File: src/verilog/cpu_settings.svh
`ifndef CPU_SETTINGS_SVH
`define CPU_SETTINGS_SVH

// datapath width, also the PC width
`define DATA_WIDTH 16

// architectural registers r0..r7
`define REG_COUNT 8

// first fetch address
`define PC_RESET 0

`endif

File: src/verilog/isa_pkg.sv
`default_nettype none

package isa_pkg;

  // format class of an instruction word
  typedef enum logic [1:0] {
    CLASS_R      = 2'd0,
    CLASS_I      = 2'd1,
    CLASS_BRANCH = 2'd2,
    CLASS_JUMP   = 2'd3
  } instr_class_t;

  localparam logic [4:0] OP_NOP   = 5'b00000;  // all-zero word is a nop
  localparam logic [4:0] OP_HALT  = 5'b00001;
  localparam logic [4:0] OP_ADD   = 5'b00100;
  localparam logic [4:0] OP_SUB   = 5'b00101;
  localparam logic [4:0] OP_AND   = 5'b00110;
  localparam logic [4:0] OP_OR    = 5'b00111;
  localparam logic [4:0] OP_XOR   = 5'b01000;
  localparam logic [4:0] OP_SLL   = 5'b01001;
  localparam logic [4:0] OP_SRL   = 5'b01010;
  localparam logic [4:0] OP_ADDI  = 5'b01100;
  localparam logic [4:0] OP_SUBI  = 5'b01101;
  localparam logic [4:0] OP_LOAD  = 5'b10000;
  localparam logic [4:0] OP_STORE = 5'b10001;
  localparam logic [4:0] OP_BEQZ  = 5'b10100;
  localparam logic [4:0] OP_BNEZ  = 5'b10101;
  localparam logic [4:0] OP_JUMP  = 5'b11000;

  localparam int OPCODE_MSB = 15;
  localparam int OPCODE_LSB = 11;
  localparam int RS_MSB     = 10;
  localparam int RS_LSB     = 8;
  localparam int RT_MSB     = 7;
  localparam int RT_LSB     = 5;
  localparam int RD_MSB     = 4;
  localparam int RD_LSB     = 2;
  localparam int IMM_W      = 5;   // I-format, sign-extended
  localparam int BR_OFF_W   = 8;   // branch offset, sign-extended
  localparam int JMP_OFF_W  = 11;  // jump offset, sign-extended

endpackage

`default_nettype wire

File: src/verilog/pipe_pkg.sv
`default_nettype none

package pipe_pkg;

  `include "cpu_settings.svh"

  typedef logic [`DATA_WIDTH-1:0] word_t;
  typedef logic [$clog2(`REG_COUNT)-1:0] reg_idx_t;

  // zero is nop so a cleared ID/EX register does nothing
  typedef enum logic [4:0] {
    ALU_NOP   = 5'd0,
    ALU_ADD   = 5'd1,
    ALU_SUB   = 5'd2,
    ALU_AND   = 5'd3,
    ALU_OR    = 5'd4,
    ALU_XOR   = 5'd5,
    ALU_SLL   = 5'd6,
    ALU_SRL   = 5'd7,
    ALU_ADDI  = 5'd8,
    ALU_SUBI  = 5'd9,
    ALU_BEQZ  = 5'd10,
    ALU_BNEZ  = 5'd11,
    ALU_JUMP  = 5'd12,
    ALU_LOAD  = 5'd13,
    ALU_STORE = 5'd14,
    ALU_HALT  = 5'd15
  } alu_op_t;

endpackage

`default_nettype wire

File: src/verilog/regfile.sv
`default_nettype none
`timescale 1ns/100ps

`include "cpu_settings.svh"

module regfile
  import pipe_pkg::*;
(
  input  logic     clk,
  input  logic     rst_n,
  input  reg_idx_t read_idx1,
  input  reg_idx_t read_idx2,
  output word_t    read_data1,
  output word_t    read_data2,
  input  reg_idx_t write_idx,
  input  word_t    write_data,
  input  logic     write_en
);

  word_t regs [`REG_COUNT];

  // no write-to-read bypass, a dependent read waits for the edge
  assign read_data1 = regs[read_idx1];
  assign read_data2 = regs[read_idx2];

  always_ff @(posedge clk or negedge rst_n) begin
    if (!rst_n) begin
      for (int i = 0; i < `REG_COUNT; i++) begin
        regs[i] <= '0;
      end
    end else if (write_en) begin
      regs[write_idx] <= write_data;  // r0 is writable like any other
    end
  end

endmodule

`default_nettype wire

File: src/verilog/decode_unit.sv
`default_nettype none
`timescale 1ns/100ps

module decode_unit
  import isa_pkg::*;
  import pipe_pkg::*;
(
  input  word_t        instr,
  output reg_idx_t     rs,
  output reg_idx_t     rt,
  output reg_idx_t     rd,
  output logic         rs_valid,
  output logic         rt_valid,
  output logic         rd_valid,
  output reg_idx_t     write_reg,
  output word_t        imm,
  output word_t        jump_offset,
  output instr_class_t instr_class,
  output alu_op_t      alu_op,
  output logic         alu_src,
  output logic         branch,
  output logic         jump,
  output logic         mem_read,
  output logic         mem_write,
  output logic         mem_to_reg,
  output logic         reg_write,
  output logic         halt
);

  logic [4:0] opcode;

  assign opcode = instr[OPCODE_MSB:OPCODE_LSB];
  assign rs     = instr[RS_MSB:RS_LSB];
  assign rt     = instr[RT_MSB:RT_LSB];
  assign rd     = instr[RD_MSB:RD_LSB];

  assign imm = (instr_class == CLASS_BRANCH) ? word_t'($signed(instr[BR_OFF_W-1:0]))
                                             : word_t'($signed(instr[IMM_W-1:0]));
  assign jump_offset = word_t'($signed(instr[JMP_OFF_W-1:0]));
  assign write_reg   = rd_valid ? rd : rt;  // I-format results go to rt

  always_comb begin
    case (opcode)
      OP_ADD:   alu_op = ALU_ADD;
      OP_SUB:   alu_op = ALU_SUB;
      OP_AND:   alu_op = ALU_AND;
      OP_OR:    alu_op = ALU_OR;
      OP_XOR:   alu_op = ALU_XOR;
      OP_SLL:   alu_op = ALU_SLL;
      OP_SRL:   alu_op = ALU_SRL;
      OP_ADDI:  alu_op = ALU_ADDI;
      OP_SUBI:  alu_op = ALU_SUBI;
      OP_LOAD:  alu_op = ALU_LOAD;
      OP_STORE: alu_op = ALU_STORE;
      OP_BEQZ:  alu_op = ALU_BEQZ;
      OP_BNEZ:  alu_op = ALU_BNEZ;
      OP_JUMP:  alu_op = ALU_JUMP;
      OP_HALT:  alu_op = ALU_HALT;
      default:  alu_op = ALU_NOP;  // unknown opcodes too
    endcase
  end

  always_comb begin
    instr_class = CLASS_R;
    rs_valid    = 1'b0;
    rt_valid    = 1'b0;
    rd_valid    = 1'b0;
    alu_src     = 1'b0;
    branch      = 1'b0;
    jump        = 1'b0;
    mem_read    = 1'b0;
    mem_write   = 1'b0;
    mem_to_reg  = 1'b0;
    reg_write   = 1'b0;
    halt        = 1'b0;
    case (opcode)
      OP_ADD, OP_SUB, OP_AND, OP_OR, OP_XOR, OP_SLL, OP_SRL: begin
        rs_valid  = 1'b1;
        rt_valid  = 1'b1;
        rd_valid  = 1'b1;
        reg_write = 1'b1;
      end
      OP_ADDI, OP_SUBI: begin
        instr_class = CLASS_I;
        rs_valid    = 1'b1;
        alu_src     = 1'b1;
        reg_write   = 1'b1;
      end
      OP_LOAD: begin
        instr_class = CLASS_I;
        rs_valid    = 1'b1;
        alu_src     = 1'b1;
        mem_read    = 1'b1;
        mem_to_reg  = 1'b1;
        reg_write   = 1'b1;  // rt is still a pending destination
      end
      OP_STORE: begin
        instr_class = CLASS_I;
        rs_valid    = 1'b1;
        rt_valid    = 1'b1;  // store data
        alu_src     = 1'b1;
        mem_write   = 1'b1;
      end
      OP_BEQZ, OP_BNEZ: begin
        instr_class = CLASS_BRANCH;
        rs_valid    = 1'b1;
        branch      = 1'b1;
      end
      OP_JUMP: begin
        instr_class = CLASS_JUMP;
        jump        = 1'b1;
      end
      OP_HALT: begin
        halt = 1'b1;
      end
      default: begin
      end
    endcase
  end

endmodule

`default_nettype wire

File: src/verilog/hazard_unit.sv
`default_nettype none
`timescale 1ns/100ps

module hazard_unit
  import pipe_pkg::*;
(
  input  reg_idx_t rs,
  input  reg_idx_t rt,
  input  logic     rs_valid,
  input  logic     rt_valid,
  input  reg_idx_t ex_write_reg,
  input  logic     ex_reg_write,
  input  logic     redirect,
  output logic     stall,
  output logic     bubble
);

  logic rs_hit;
  logic rt_hit;
  logic raw;

  // only the EX instruction matters, older ones have already written back
  assign rs_hit = rs_valid && (rs == ex_write_reg);
  assign rt_hit = rt_valid && (rt == ex_write_reg);
  assign raw    = ex_reg_write && (rs_hit || rt_hit);

  assign stall  = raw;
  assign bubble = raw || redirect;  // on redirect the ID word is wrong path

endmodule

`default_nettype wire

File: src/verilog/idex_reg.sv
`default_nettype none
`timescale 1ns/100ps

`include "cpu_settings.svh"

module idex_reg
  import pipe_pkg::*;
(
  input  logic     clk,
  input  logic     rst_n,
  input  logic     bubble,
  input  word_t    pc_in,
  input  word_t    read1_in,
  input  word_t    read2_in,
  input  word_t    imm_in,
  input  word_t    jump_offset_in,
  input  reg_idx_t write_reg_in,
  input  alu_op_t  alu_op_in,
  input  logic     alu_src_in,
  input  logic     branch_in,
  input  logic     jump_in,
  input  logic     mem_read_in,
  input  logic     mem_write_in,
  input  logic     mem_to_reg_in,
  input  logic     reg_write_in,
  input  logic     halt_in,
  output word_t    pc_out,
  output word_t    read1_out,
  output word_t    read2_out,
  output word_t    imm_out,
  output word_t    jump_offset_out,
  output reg_idx_t write_reg_out,
  output alu_op_t  alu_op_out,
  output logic     alu_src_out,
  output logic     branch_out,
  output logic     jump_out,
  output logic     mem_read_out,
  output logic     mem_write_out,
  output logic     mem_to_reg_out,
  output logic     reg_write_out,
  output logic     halt_out
);

  always_ff @(posedge clk or negedge rst_n) begin
    if (!rst_n) begin
      pc_out          <= word_t'(`PC_RESET);
      read1_out       <= '0;
      read2_out       <= '0;
      imm_out         <= '0;
      jump_offset_out <= '0;
      write_reg_out   <= '0;
      alu_op_out      <= ALU_NOP;
      alu_src_out     <= 1'b0;
      branch_out      <= 1'b0;
      jump_out        <= 1'b0;
      mem_read_out    <= 1'b0;
      mem_write_out   <= 1'b0;
      mem_to_reg_out  <= 1'b0;
      reg_write_out   <= 1'b0;
      halt_out        <= 1'b0;
    end else begin
      pc_out          <= pc_in;
      read1_out       <= read1_in;
      read2_out       <= read2_in;
      imm_out         <= imm_in;
      jump_offset_out <= jump_offset_in;
      write_reg_out   <= write_reg_in;
      alu_op_out      <= alu_op_in;
      alu_src_out     <= alu_src_in;
      mem_read_out    <= mem_read_in;
      mem_to_reg_out  <= mem_to_reg_in;
      // a bubble keeps the fields but drops every side effect
      branch_out      <= branch_in && !bubble;
      jump_out        <= jump_in && !bubble;
      mem_write_out   <= mem_write_in && !bubble;
      reg_write_out   <= reg_write_in && !bubble;
      halt_out        <= halt_in && !bubble;
    end
  end

endmodule

`default_nettype wire

File: src/verilog/alu.sv
`default_nettype none
`timescale 1ns/100ps

module alu
  import pipe_pkg::*;
(
  input  alu_op_t alu_op,
  input  logic    alu_src,
  input  word_t   read1,
  input  word_t   read2,
  input  word_t   imm,
  input  word_t   jump_offset,
  input  word_t   pc,
  input  logic    branch,
  input  logic    jump,
  input  logic    halt,
  output word_t   result,
  output logic    redirect,
  output word_t   redirect_pc
);

  localparam int SHAMT_W = $clog2($bits(word_t));

  word_t operand_b;
  word_t seq_pc;
  logic  is_zero;
  logic  taken;

  assign operand_b = alu_src ? imm : read2;
  assign seq_pc    = pc + word_t'(1);
  assign is_zero   = (read1 == '0);

  always_comb begin
    case (alu_op)
      ALU_ADD, ALU_ADDI, ALU_LOAD, ALU_STORE: result = read1 + operand_b;  // add or address
      ALU_SUB, ALU_SUBI: result = read1 - operand_b;
      ALU_AND: result = read1 & operand_b;
      ALU_OR:  result = read1 | operand_b;
      ALU_XOR: result = read1 ^ operand_b;
      ALU_SLL: result = read1 << operand_b[SHAMT_W-1:0];
      ALU_SRL: result = read1 >> operand_b[SHAMT_W-1:0];
      ALU_BEQZ, ALU_BNEZ, ALU_JUMP: result = seq_pc;  // link value
      default: result = '0;
    endcase
  end

  assign taken = branch && ((alu_op == ALU_BEQZ) ? is_zero : !is_zero);

  // halt spins on its own pc so nothing behind it reaches EX with effects
  assign redirect    = taken || jump || halt;
  assign redirect_pc = halt ? pc :
                       jump ? seq_pc + jump_offset :
                              seq_pc + imm;

endmodule

`default_nettype wire

File: src/verilog/decode_execute_top.sv
`default_nettype none
`timescale 1ns/100ps

module decode_execute_top
  import pipe_pkg::*;
(
  input  logic     clk,
  input  logic     rst_n,
  input  word_t    instr,
  input  word_t    pc,
  output logic     stall,
  output word_t    ex_pc,
  output word_t    ex_result,
  output word_t    ex_store_data,
  output reg_idx_t ex_write_reg,
  output logic     ex_reg_write,
  output logic     ex_mem_read,
  output logic     ex_mem_write,
  output logic     redirect,
  output word_t    redirect_pc,
  output logic     halted
);

  reg_idx_t id_rs;
  reg_idx_t id_rt;
  logic     id_rs_valid;
  logic     id_rt_valid;
  reg_idx_t id_write_reg;
  word_t    id_imm;
  word_t    id_jump_offset;
  alu_op_t  id_alu_op;
  logic     id_alu_src;
  logic     id_branch;
  logic     id_jump;
  logic     id_mem_read;
  logic     id_mem_write;
  logic     id_mem_to_reg;
  logic     id_reg_write;
  logic     id_halt;
  word_t    id_read1;
  word_t    id_read2;
  logic     bubble;

  word_t    ex_read1;
  word_t    ex_imm;
  word_t    ex_jump_offset;
  alu_op_t  ex_alu_op;
  logic     ex_alu_src;
  logic     ex_branch;
  logic     ex_jump;
  logic     ex_mem_to_reg;
  logic     ex_dest_pending;  // EX owns a destination, loads included
  logic     ex_halt;
  logic     halted_r;

  regfile i_regfile (
    .clk        (clk),
    .rst_n      (rst_n),
    .read_idx1  (id_rs),
    .read_idx2  (id_rt),
    .read_data1 (id_read1),
    .read_data2 (id_read2),
    .write_idx  (ex_write_reg),
    .write_data (ex_result),
    .write_en   (ex_reg_write)
  );

  decode_unit i_decode_unit (
    .instr       (instr),
    .rs          (id_rs),
    .rt          (id_rt),
    .rd          (),
    .rs_valid    (id_rs_valid),
    .rt_valid    (id_rt_valid),
    .rd_valid    (),
    .write_reg   (id_write_reg),
    .imm         (id_imm),
    .jump_offset (id_jump_offset),
    .instr_class (),
    .alu_op      (id_alu_op),
    .alu_src     (id_alu_src),
    .branch      (id_branch),
    .jump        (id_jump),
    .mem_read    (id_mem_read),
    .mem_write   (id_mem_write),
    .mem_to_reg  (id_mem_to_reg),
    .reg_write   (id_reg_write),
    .halt        (id_halt)
  );

  hazard_unit i_hazard_unit (
    .rs           (id_rs),
    .rt           (id_rt),
    .rs_valid     (id_rs_valid),
    .rt_valid     (id_rt_valid),
    .ex_write_reg (ex_write_reg),
    .ex_reg_write (ex_dest_pending),
    .redirect     (redirect),
    .stall        (stall),
    .bubble       (bubble)
  );

  idex_reg i_idex_reg (
    .clk             (clk),
    .rst_n           (rst_n),
    .bubble          (bubble),
    .pc_in           (pc),
    .read1_in        (id_read1),
    .read2_in        (id_read2),
    .imm_in          (id_imm),
    .jump_offset_in  (id_jump_offset),
    .write_reg_in    (id_write_reg),
    .alu_op_in       (id_alu_op),
    .alu_src_in      (id_alu_src),
    .branch_in       (id_branch),
    .jump_in         (id_jump),
    .mem_read_in     (id_mem_read),
    .mem_write_in    (id_mem_write),
    .mem_to_reg_in   (id_mem_to_reg),
    .reg_write_in    (id_reg_write),
    .halt_in         (id_halt),
    .pc_out          (ex_pc),
    .read1_out       (ex_read1),
    .read2_out       (ex_store_data),
    .imm_out         (ex_imm),
    .jump_offset_out (ex_jump_offset),
    .write_reg_out   (ex_write_reg),
    .alu_op_out      (ex_alu_op),
    .alu_src_out     (ex_alu_src),
    .branch_out      (ex_branch),
    .jump_out        (ex_jump),
    .mem_read_out    (ex_mem_read),
    .mem_write_out   (ex_mem_write),
    .mem_to_reg_out  (ex_mem_to_reg),
    .reg_write_out   (ex_dest_pending),
    .halt_out        (ex_halt)
  );

  alu i_alu (
    .alu_op      (ex_alu_op),
    .alu_src     (ex_alu_src),
    .read1       (ex_read1),
    .read2       (ex_store_data),
    .imm         (ex_imm),
    .jump_offset (ex_jump_offset),
    .pc          (ex_pc),
    .branch      (ex_branch),
    .jump        (ex_jump),
    .halt        (ex_halt),
    .result      (ex_result),
    .redirect    (redirect),
    .redirect_pc (redirect_pc)
  );

  // load data never comes back, so loads stop short of the regfile
  assign ex_reg_write = ex_dest_pending && !ex_mem_to_reg;

  always_ff @(posedge clk or negedge rst_n) begin
    if (!rst_n) begin
      halted_r <= 1'b0;
    end else if (ex_halt) begin
      halted_r <= 1'b1;
    end
  end

  assign halted = halted_r || ex_halt;  // sticky once a halt reaches EX

endmodule

`default_nettype wire

File: config.mk
export PLATFORM = sky130hd
export DESIGN_NAME = decode_execute_top
export DESIGN_NICKNAME = d
export VERILOG_FILES = /design/src/verilog/isa_pkg.sv /design/src/verilog/pipe_pkg.sv /design/src/verilog/regfile.sv /design/src/verilog/decode_unit.sv /design/src/verilog/hazard_unit.sv /design/src/verilog/idex_reg.sv /design/src/verilog/alu.sv /design/src/verilog/decode_execute_top.sv
export VERILOG_INCLUDE_DIRS = /design/src /design/src/verilog
export SDC_FILE = /design/constraint.sdc
export NUM_CORES = 1
export LEC_CHECK = 0
export BUFFER_PORTS_ARGS = -buffer_cell sky130_fd_sc_hd__buf_2
export CAP_MARGIN = 20
export CORE_MARGIN = 5
export CORE_UTILIZATION = 50
export CTS_CLUSTER_SIZE = 25
export DETAILED_ROUTE_END_ITERATION = 10
export PLACE_DENSITY_LB_ADDON = 0.15
export RECOVER_POWER = 100
export SLEW_MARGIN = 20
export SYNTH_ARGS = -nofsm -noshare
export SYNTH_HDL_FRONTEND = slang
export SYNTH_SLANG_ARGS = --single-unit
File: constraint.sdc
create_clock -name clk -period 6.85 [get_ports clk]
set_clock_uncertainty 0.15 [all_clocks]
set_input_delay 2.055 -clock clk [delete_from_list [all_inputs] [get_ports clk]]
set_output_delay 2.055 -clock clk [all_outputs]
set_load 0.01 [all_outputs]
==> flow_metrics.py, run 1 <==
metrics = {
    "grt": {
        "grt_use_total_pct": 27.1,
        "overflow": 0,
        "met3_usage_pct": 2.41,
        "met2_usage_pct": 44.4,
        "grt_pass1_vias": 10909,
        "gr-max-usage-layer": "met2",
        "grt_max_degree": 109,
        "antenna_found_initial": 0,
        "met1_usage_pct": 37.5,
        "grt_pass1_wl_um": 65300,
    },
    "routing": {
        "drt_pass1_iterations": 7,
        "vias": 11092,
        "totalWireLength_um": 42100,
        "drc": 0,
        "vias_per_cell": 6.12,
        "ant_nets": 0,
        "wire_per_inst_um": 23.3,
        "drt_iter0_drc": 948,
    },
    "die": {
        "coreArea_um2": 27600,
        "dieHeight_um": 177,
        "start_util_pct": 50.4,
        "rows": 61,
        "io_pins": 107,
        "die-width_um": 177,
        "die_area_um2": 31300,
    },
    "setup_path": {
        "slowest_stage": "or4_1",
        "crit_path_max_fanout": 11,
        "critPathRequiredTime_ns": 4.64,
        "critPathMaxStageDelay_ns": 0.50,
        "critPathBufInv": 2,
        "crit_chain": "buf_4 -> mux2i_2 -> nand4_1 -> nor3_1 -> nand3_1 -> o21ai_1 -> xnor2_1 -> ha_1 -> a21oi_1 -> nor2b_1 -> nand2_1 -> nand3b_1 -> a31oi_1 -> or4_1 -> nand3_2 -> clkbuf_1",
        "path_delay_family": "simple AND/OR/NAND/NOR gates",
        "crit_arrival_ns": 4.36,
        "startpoint_type": "flip-flop",
        "endpoint_kind": "output pin",
        "worstSetupPathType": "flip-flop to output pin",
    },
    "synthesis": {
        "ys_types": 76,
        "yosys_warnings": 0,
        "synth_area_um2": 13900,
        "synth.avg_cell_area_um2": 10.4,
        "ys.flop_type": "dfrtp_1",
        "synth_top_area_share_pct": 36.9,
        "ys_ff_latch": 205,
        "ys_async_sr_fraction_pct": 100,
        "yosys.area.top_type": "dfrtp_1",
        "yosysSeqAreaShare_pct": 36.9,
        "syn-num-nets": 1439,
        "synth_area_leaders": "dfrtp_1 (37%), mux4_2 (12%), mux2_2 (8.5%)",
        "synth_enable_flop_cells": 0,
        "synth_cells": 1333,
    },
    "layout": {
        "area_growth_pct": 11.5,
        "n_fill_cell": 2523,
        "antenna_cells": 0,
        "final_nets": 1522,
        "drive_above_1_share_pct": 20.2,
    },
    "clock_network": {
        "postCtsHoldBufs": 0,
        "clock_latency_ns": 0.51,
        "cts_sinks": 205,
        "cts_max_path_buffers": 3,
        "cts.htree.levels": 1,
        "cts_tree": "built",
        "cts_inserted_buffers": 23,
        "clockRootBuffer": "clkbuf_16",
        "clk_pin_slew_ns": 0.06,
    },
    "placed_design": {
        "place_congestion": 0.972,
        "dp_slack_ns": 0.334,
        "portBuffers": 106,
        "place_hpwl_um": 30100,
    },
    "pwr": {
        "peakVddDrop_uv": 216,
        "power_leakage_nw": 6.80,
        "p_per_area_nw_per_um2": 431,
    },
    "timing": {
        "report.final.hold_viol_count": 0,
        "tightest_slew_ns": 3.02,
        "period_needed_ns": 6.57,
        "worst_slack_ns": 0.282,
        "slew_headroom_pct": -101,
        "slew_viol_final": 249,
        "rsz0062_at_grt": "no",
        "fin_setup_tns_ns": 0,
        "finalCritPeriodShare_pct": 95.9,
        "max_freq_ghz": 0.152,
        "finalSetupViolCount": 0,
    },
    "outcome": {
        "status": "finished with violations",
        "violations": "max-capacitance violations, max-slew violations",
    },
    "worst_hold_path": {
        "hp-class": "flip-flop to flip-flop",
    },
    "flow_run": {
        "maxCapViolations": 5,
    },
}
## final timing paths
path                       slack (ns)  depth (start not counted)              startpoint                       end
max                              0.28                         16  i_idex_reg.alu_src_out             ex_result[15]
min                              0.31                          1                halted_r                  halted_r
max reg2reg                      2.42                         14  i_idex_reg.alu_src_out       i_regfile.regs[120]
min reg2reg                      0.31                          1                halted_r                  halted_r
max in group asynchronous        1.83                          2                   rst_n  i_idex_reg.alu_op_out[0]
min in group asynchronous        2.23                          1                   rst_n        i_regfile.regs[89]
## synthesized netlist by cell type, types with 17 or more instances
cell / instances
nor2_1: 69
dfrtp_1: 205
nand2_1: 171
ha_1: 70
mux2_2: 105
o21ai_0: 108
a21oi_1: 43
a221oi_1: 17
mux2i_1: 30
clkbuf_1: 60
xnor2_1: 45
nor3_1: 22
nand3_1: 20
mux4_2: 76
inv_1: 51
## sequential cells by signal, indices dropped and copies added (netlist names), 3 cells and up
name	cells
i_idex_reg.write_reg_out	3
i_idex_reg.imm_out	8
i_idex_reg.jump_offset_out	6
i_idex_reg.alu_op_out	4
i_idex_reg.read1_out	16
i_regfile.regs	128
i_idex_reg.read2_out	16
i_idex_reg.pc_out	16
## what timing repair did
item | 4_1_cts | 5_1_grt
endpoints found under the setup margin | 3 | 5
resized for setup | 2 | 5
setup buffers | 0 | 1
pin swaps | 0 | 0
## stage by stage
stage | std cells | utilization (%) | total power [W] | instance area (µm²) | hold slack [ns]
3_3_place_gp | 1767 | 53.7 | 0.00537 | 14800 | 0.293
6_report | 1811 | 56.1 | 0.00669 | 15500 | 0.309
4_1_cts | 1809 | 56.6 | 0.00676 | 15600 | 0.310
3_5_place_dp | 1767 | 53.7 | 0.00543 | 14800 | 0.292
5_1_grt | 1811 | 56.1 | 0.00711 | 15500 | 0.330
2_1_floorplan | 1333 | - | 0.00425 | 13900 | 0.277
## worst reg2reg max path: cells and delay by family (launching register included)
kind	cells	cell delay, ns
AOI/OAI and AO/OA	6	1.48
xor gates and xnor gates	1	0.17
adders and majority gates	2	0.68
buffers and inverters	3	0.96
DFF	1	0.45
muxes	1	0.26
and+or+nand+nor	1	0.12
## area by class of cell
class	count	area, µm²	share of cell area [%]
multi-input cells	991	8250	53.2
flip-flops and latches	205	5130	33.1
clock buffers	31	666	4.29
repair buffers	140	642	4.14
well taps	378	473	3.05
inverters	55	209	1.35
clock inverters	11	143	0.920
## report_power, final
part | leakage [nW] | internal, W | total [W] | switching, W
combinational | 3.73 | 0.00142 | 0.00334 | 0.00192
clock | 0.402 | 0.000797 | 0.00129 | 0.000494
sequential | 2.67 | 0.00160 | 0.00206 | 0.000460
## kinds of logic after synthesis
group	Yosys count	synth area share, %
mux	214	23.5
compound gates	277	13.2
fa+ha+maj	72	6.58
buf+inv	137	3.89
simple gates	367	12.2
flops	205	36.9
xor+xnor	61	3.84
## routing by layer
| layer | wire, µm | part of all wire, % | vias up |
|---|---|---|---|
| met5 | 0 | 0 | - |
| met4 | 2010 | 4.8 | 0 |
| met3 | 2310 | 5.5 | 104 |
| met2 | 20200 | 48 | 417 |
| met1 | 17600 | 42 | 5511 |
| li1 | - | - | 5060 |
## layout by cell type, fill, tap and decap left out, types with 42 or more instances in the layout
cell type,n
xnor2_1,45
nand2_1,170
inv_1,53
dfrtp_1,204
clkbuf_1,95
ha_1,70
a21oi_1,42
mux4_2,76
o21ai_0,111
nor2_1,69
mux2_2,96
(Power assumes the default switching activity.)
==> run 2: changes to the inputs <==
--- a/config.mk
+++ b/config.mk
@@ -7,7 +7,7 @@
 export NUM_CORES = 1
 export LEC_CHECK = 0
 export BUFFER_PORTS_ARGS = -buffer_cell sky130_fd_sc_hd__buf_2
-export CAP_MARGIN = 20
+export CAP_MARGIN = 40
 export CORE_MARGIN = 5
 export CORE_UTILIZATION = 50
 export CTS_CLUSTER_SIZE = 25
@@ -17,4 +17,5 @@
 export SLEW_MARGIN = 20
 export SYNTH_ARGS = -nofsm -noshare
 export SYNTH_HDL_FRONTEND = slang
+export SYNTH_HIERARCHICAL = 1
 export SYNTH_SLANG_ARGS = --single-unit
==> run 2 against run 1 <==
- the run still ends with max-capacitance violations, max-slew violations left
- critical endpoint is now ex_result[14]
- final cell count fell by 0.33%
- first-iteration DRC count grew 14%
- critical path type unchanged
- worst setup slack got worse by 0.083 ns
- total power down 5.5%
- highest routed layer unchanged
- utilization fell by 0.57 points
==> flow_metrics.py, run 2 <==
metrics = {
    "pwr": {
        "power_leakage_nw": 7.75,
        "pwr-share-clk_pct": 22.7,
        "swShare_pct": 39.7,
        "power_frac_comb_pct": 44.7,
        "p_int_w": 0.00381,
        "switchingPower_w": 0.00251,
        "peakVddDrop_uv": 299,
        "p_per_area_nw_per_um2": 373,
        "seqPwrFrac_pct": 32.5,
    },
    "routing": {
        "drt_pass1_iterations": 6,
        "ant_nets": 0,
        "vias": 11319,
        "totalWireLength_um": 44700,
        "wire_per_inst_um": 24.7,
        "vias_per_cell": 6.27,
        "drt_iter0_drc": 1081,
        "drc": 0,
    },
    "setup_path": {
        "crit_arrival_ns": 4.45,
        "slowest_stage": "dfrtp_2",
        "critical_path.most_common_cell": "ha_1",
        "critPathBufInv": 3,
        "crit_path_max_fanout": 9,
        "critPathMaxStageDelay_ns": 0.54,
        "worstSetupPathType": "flip-flop to output pin",
        "critPathRequiredTime_ns": 4.64,
        "crit_chain": "mux2i_4 -> ha_1 -> inv_1 -> or3_1 -> nand2_1 -> xnor2_1 -> ha_1 -> or2_2 -> o32ai_1 -> a211o_1 -> o221ai_1 -> a21oi_1 -> xor2_1 -> o211ai_1 -> buf_4 -> clkbuf_2",
        "startpoint_type": "flip-flop",
        "path_delay_family": "compound AO/OA/AOI/OAI gates",
        "endpoint_kind": "output pin",
    },
    "outcome": {
        "status": "finished with violations",
        "violations": "max-capacitance violations, max-slew violations",
    },
    "clock_network": {
        "clock_latency_ns": 0.55,
        "cts_sinks": 225,
        "clk_pin_slew_ns": 0.06,
        "cts.htree.levels": 1,
        "cts_tree": "built",
        "cts_inserted_buffers": 26,
        "postCtsHoldBufs": 0,
        "clockRootBuffer": "clkbuf_16",
        "cts_max_path_buffers": 3,
    },
    "die": {
        "dieHeight_um": 186,
        "coreArea_um2": 30500,
        "start_util_pct": 50.5,
        "die_area_um2": 34400,
        "die-width_um": 186,
        "rows": 64,
        "io_pins": 107,
    },
    "grt": {
        "antenna_found_initial": 0,
        "grt_pass1_vias": 11177,
        "grt_pass1_wl_um": 68400,
        "overflow": 0,
        "grt_use_total_pct": 25.9,
        "grt_max_degree": 165,
    },
    "timing": {
        "max_freq_ghz": 0.150,
        "rsz0062_at_grt": "no",
        "fin_hold_ws_ns": 0.307,
        "slew_headroom_pct": -139,
        "tightest_slew_ns": 3.58,
        "report.final.hold_viol_count": 0,
        "fin_setup_tns_ns": 0,
        "finalCritPeriodShare_pct": 97.1,
        "slew_viol_final": 268,
        "finalSetupViolCount": 0,
        "period_needed_ns": 6.65,
    },
    "layout": {
        "largest_reg_flops": 128,
        "stdcell_count": 1805,
        "antenna_cells": 0,
        "top_register": "i_regfile/regs",
        "drive_above_1_share_pct": 23.7,
        "final_common_cell": "dfrtp_1",
        "final_nets": 1497,
        "area_growth_pct": 10.1,
        "final_cell_mix": "dfrtp_1 (224), mux2_2 (179), clkbuf_1 (91), nand2_1 (91), ha_1 (71)",
    },
    "flow_run": {
        "maxCapViolations": 7,
    },
    "placed_design": {
        "dp.cells": 1753,
        "place_hpwl_um": 31600,
        "place_congestion": 1.02,
        "portBuffers": 106,
    },
    "synthesis": {
        "synth.avg_cell_area_um2": 11.6,
        "synth_cells": 1331,
        "synth_area_um2": 15400,
        "syn-num-nets": 1438,
        "yosys_warnings": 6,
    },
    "worst_hold_path": {
        "hp-class": "flip-flop to flip-flop",
    },
}
[run 2: changes by cell type in the layout (fill, tap and decap cells not counted), moves of 12 or more]
cell	delta
mux4_2	-65
nor3_1	-14
mux2i_1	+12
dfrtp_1	+20
mux4_1	+56
nand2_1	-79
mux2_2	+83
nor2_1	-13
o21ai_0	-65
[run 2: metal layers]
metal,vias to the layer above,wire length [µm],global-route usage [%]
met3,98,3330,4.57
met4,0,1530,8.04
met2,449,20100,40.2
met1,5675,19700,37.2
li1,5097,-,-
met5,-,0,0
[run 2: power by group through the flow]
stage / Clock (W) / Combinational (W) / Sequential (W)
2_1_floorplan: 0 / 0.00204 / 0.00191
3_3_place_gp: 0 / 0.00275 / 0.00205
3_5_place_dp: 0 / 0.00280 / 0.00207
4_1_cts: 0.00147 / 0.00282 / 0.00205
5_1_grt: 0.00153 / 0.00307 / 0.00210
6_report: 0.00144 / 0.00283 / 0.00206
[run 2: per-stage QoR]
step	worst slack [ns]	total power [W]	util, %	cell area (µm²)
3_5_place_dp	0.336	0.00486	52.8	16100
3_3_place_gp	0.358	0.00480	52.5	16000
2_1_floorplan	0.537	0.00394	-	15400
5_1_grt	0.0186	0.00670	55.6	17000
6_report	0.199	0.00632	55.6	17000
4_1_cts	0.122	0.00633	55.8	17000
[run 2: area by class of cell]
cell class | count | area (µm²)
Inverter | 52 | 195
Clock inverter | 10 | 138
Tap cell | 396 | 495
Multi-Input combinational cell | 940 | 8950
Sequential cell | 225 | 5630
Clock buffer | 37 | 772
Fill cell | 2658 | 13600
Timing Repair Buffer | 145 | 777
[run 2: worst register-to-register path, stage by stage, from the launching register on]
cell and delay, ns:
dfrtp_2 0.54, buf_12 0.21, mux2i_4 0.29, o221ai_2 0.15, or3_4 0.42, o41ai_1 0.39
xnor2_1 0.14, ha_1 0.26, a21oi_1 0.24, o22ai_1 0.11, nor4_1 0.18, o2bb2ai_1 0.19
xnor2_1 0.12, o211ai_1 0.32, clkbuf_1 0.40, mux2_2 0.24
[run 2: worst paths after layout]
| path | from | to | slack [ns] | depth (start not counted) |
|---|---|---|---|---|
| max in group asynchronous | rst_n | i_idex_reg/read2_out[3] | 1.16 | 2 |
| min reg2reg | halted_r | halted_r | 0.31 | 1 |
| max reg2reg | i_idex_reg/alu_src_out | i_regfile/regs[31] | 2.42 | 15 |
| max | i_idex_reg/alu_src_out | ex_result[14] | 0.20 | 16 |
| min | halted_r | halted_r | 0.31 | 1 |
| min in group asynchronous | rst_n | i_idex_reg/pc_out[13] | 2.58 | 1 |
[run 2: timing repair]
action,CTS,global route
setup buffers,0,1
endpoints found under the setup margin,4,5
endpoints found under the hold margin,0,0
resized for setup,4,8
==> run 3: changes to the inputs <==
==> constraint.sdc (replaced) <==
create_clock -name clk -period 8.3 [get_ports clk]
set_clock_uncertainty 0.15 [all_clocks]
set_input_delay 2.49 -clock clk [delete_from_list [all_inputs] [get_ports clk]]
set_output_delay 2.49 -clock clk [all_outputs]
set_load 0.01 [all_outputs]
==> run 3 against run 2 <==
- the run still ends with max-capacitance violations, max-slew violations left
- first-iteration DRC count fell by 7.8%
- cell area is 1.4% lower
- register-to-register slack better by 0.72 ns
- critical path type unchanged
- largest cell class unchanged
- highest routed layer is now met5
==> flow_metrics.py, run 3 (same netlist as run 2, synthesis figures left out) <==
metrics = {
    "routing": {
        "totalWireLength_um": 44600,
        "wire_per_inst_um": 24.9,
        "drt_iter0_drc": 997,
        "vias_per_cell": 6.33,
        "drt_pass1_iterations": 6,
        "drc": 0,
        "vias": 11336,
        "ant_nets": 0,
    },
    "setup_path": {
        "critical_path.most_common_cell": "mux2i_1",
        "crit_arrival_ns": 5.28,
        "critPathBufInv": 3,
        "slowest_stage": "dfrtp_1",
        "critPathMaxStageDelay_ns": 0.83,
        "startpoint_type": "flip-flop",
        "rr_startpoint": "i_idex_reg/alu_src_out",
        "critPathRequiredTime_ns": 5.66,
        "crit_path_max_fanout": 31,
        "crit_chain": "mux2i_4 -> buf_4 -> inv_1 -> mux2i_1 -> mux2i_1 -> a21oi_1 -> nor3_1 -> a2111oi_0 -> o21ai_0 -> clkbuf_1",
        "crit_start": "i_idex_reg/alu_src_out",
        "worstSetupPathType": "flip-flop to output pin",
        "path_delay_family": "compound AO/OA/AOI/OAI gates",
        "endpoint_kind": "output pin",
    },
    "placed_design": {
        "portBuffers": 106,
        "place_congestion": 0.978,
        "dp_slack_ns": 1.08,
        "place_hpwl_um": 31800,
        "dp.cells": 1747,
        "dpl_cell_area_um2": 16100,
    },
    "outcome": {
        "status": "finished with violations",
        "violations": "max-capacitance violations, max-slew violations",
    },
    "clock_network": {
        "clock_latency_ns": 0.57,
        "postCtsResizedCells": 0,
        "cts_inserted_buffers": 26,
        "cts_tree": "built",
        "postCtsHoldBufs": 0,
        "cts_max_path_buffers": 3,
        "cts.htree.levels": 1,
        "clk_pin_slew_ns": 0.06,
        "cts_sinks": 225,
        "post_cts_buffers": 0,
        "clockRootBuffer": "clkbuf_16",
    },
    "timing": {
        "finalCritPeriodShare_pct": 95.4,
        "finalSetupViolCount": 0,
        "tightest_slew_ns": 3.51,
        "report.final.hold_viol_count": 0,
        "max_freq_ghz": 0.126,
        "slew_headroom_pct": -134,
        "worst_slack_ns": 0.378,
        "rsz0062_at_grt": "no",
        "period_needed_ns": 7.92,
        "fin_setup_tns_ns": 0,
        "slew_viol_final": 415,
    },
    "die": {
        "rows": 64,
        "start_util_pct": 50.5,
        "dieHeight_um": 186,
        "coreArea_um2": 30500,
        "io_pins": 107,
        "die-width_um": 186,
        "die_area_um2": 34400,
    },
    "layout": {
        "final_nets": 1487,
        "area_growth_pct": 8.59,
        "top_register": "i_regfile/regs",
        "multi_input_area_um2": 8860,
        "final_common_cell": "dfrtp_1",
        "seq_area_um2": 5630,
        "stdcell_count": 1792,
        "largest_reg_flops": 128,
        "final_area_um2": 16700,
        "drive_above_1_share_pct": 21.9,
        "n_fill_cell": 2596,
        "finalCoreUtilization_pct": 54.8,
        "final_cell_mix": "dfrtp_1 (225), mux2_2 (180), nand2_1 (93), clkbuf_1 (92), ha_1 (71)",
        "antenna_cells": 0,
    },
    "flow_run": {
        "maxCapViolations": 8,
    },
    "worst_hold_path": {
        "hp-class": "flip-flop to flip-flop",
        "hp-start": "halted_r",
    },
    "grt": {
        "grt_pass1_vias": 10787,
        "antenna_found_initial": 2,
        "grt_max_degree": 161,
        "grt_use_total_pct": 25.7,
        "overflow": 0,
        "grt_pass1_wl_um": 67600,
    },
    "pwr": {
        "peakVddDrop_uv": 202,
        "p_per_area_nw_per_um2": 304,
        "power_leakage_nw": 7.64,
    },
}
## run 3: cell count changes in the layout (fill, tap and decap cells not counted), moves of 3 or more
| cell | change |
|---|---|
| buf_4 | -7 |
| clkbuf_2 | -3 |
| mux2i_1 | +3 |
| nor3_1 | +3 |
| o21ai_0 | +3 |
| o21ai_1 | -3 |
## run 3: layer usage
layer	track usage [%]	routed length, µm	part of all wire [%]	up-vias
met5	0	11	0.025	-
met4	8.31	1710	3.8	2
met3	4.36	3290	7.4	110
met2	39.1	19900	45	468
met1	37.6	19700	44	5678
li1	-	-	-	5078
## run 3: area by class of cell
cell class / instances / share of cell area, %
Tap cell: 396 / 2.96
Multi-Input combinational cell: 940 / 53.0
Clock inverter: 8 / 0.569
Clock buffer: 36 / 4.47
Timing Repair Buffer: 135 / 4.19
Inverter: 52 / 1.17
Sequential cell: 225 / 33.7
## run 3: worst paths after layout
| kind | cells past startpoint | end | slack (ns) |
|---|---|---|---|
| max | 10 | ex_result[8] | 0.38 |
| min | 1 | halted_r | 0.31 |
| max reg2reg | 10 | i_regfile/regs[6] | 3.14 |
| min reg2reg | 1 | halted_r | 0.31 |
| max in group asynchronous | 2 | i_regfile/regs[21] | 1.29 |
| min in group asynchronous | 1 | i_idex_reg/pc_out[11] | 2.98 |
## run 3: power by group
group	leakage [nW]	internal, W	total (W)	switching (W)
registers	2.95	0.00139	0.00170	0.000316
logic	4.29	0.00101	0.00227	0.00125
clock network	0.410	0.000658	0.00112	0.000464
total	7.64	0.00306	0.00509	0.00203
## run 3: per-stage QoR
step	hold WS, ns	total power, W
after CTS	0.313	0.00514
after detailed placement	0.297	0.00398
final	0.312	0.00509
after floorplan	0.275	0.00326
after global placement	0.289	0.00393
after global routing	0.341	0.00539
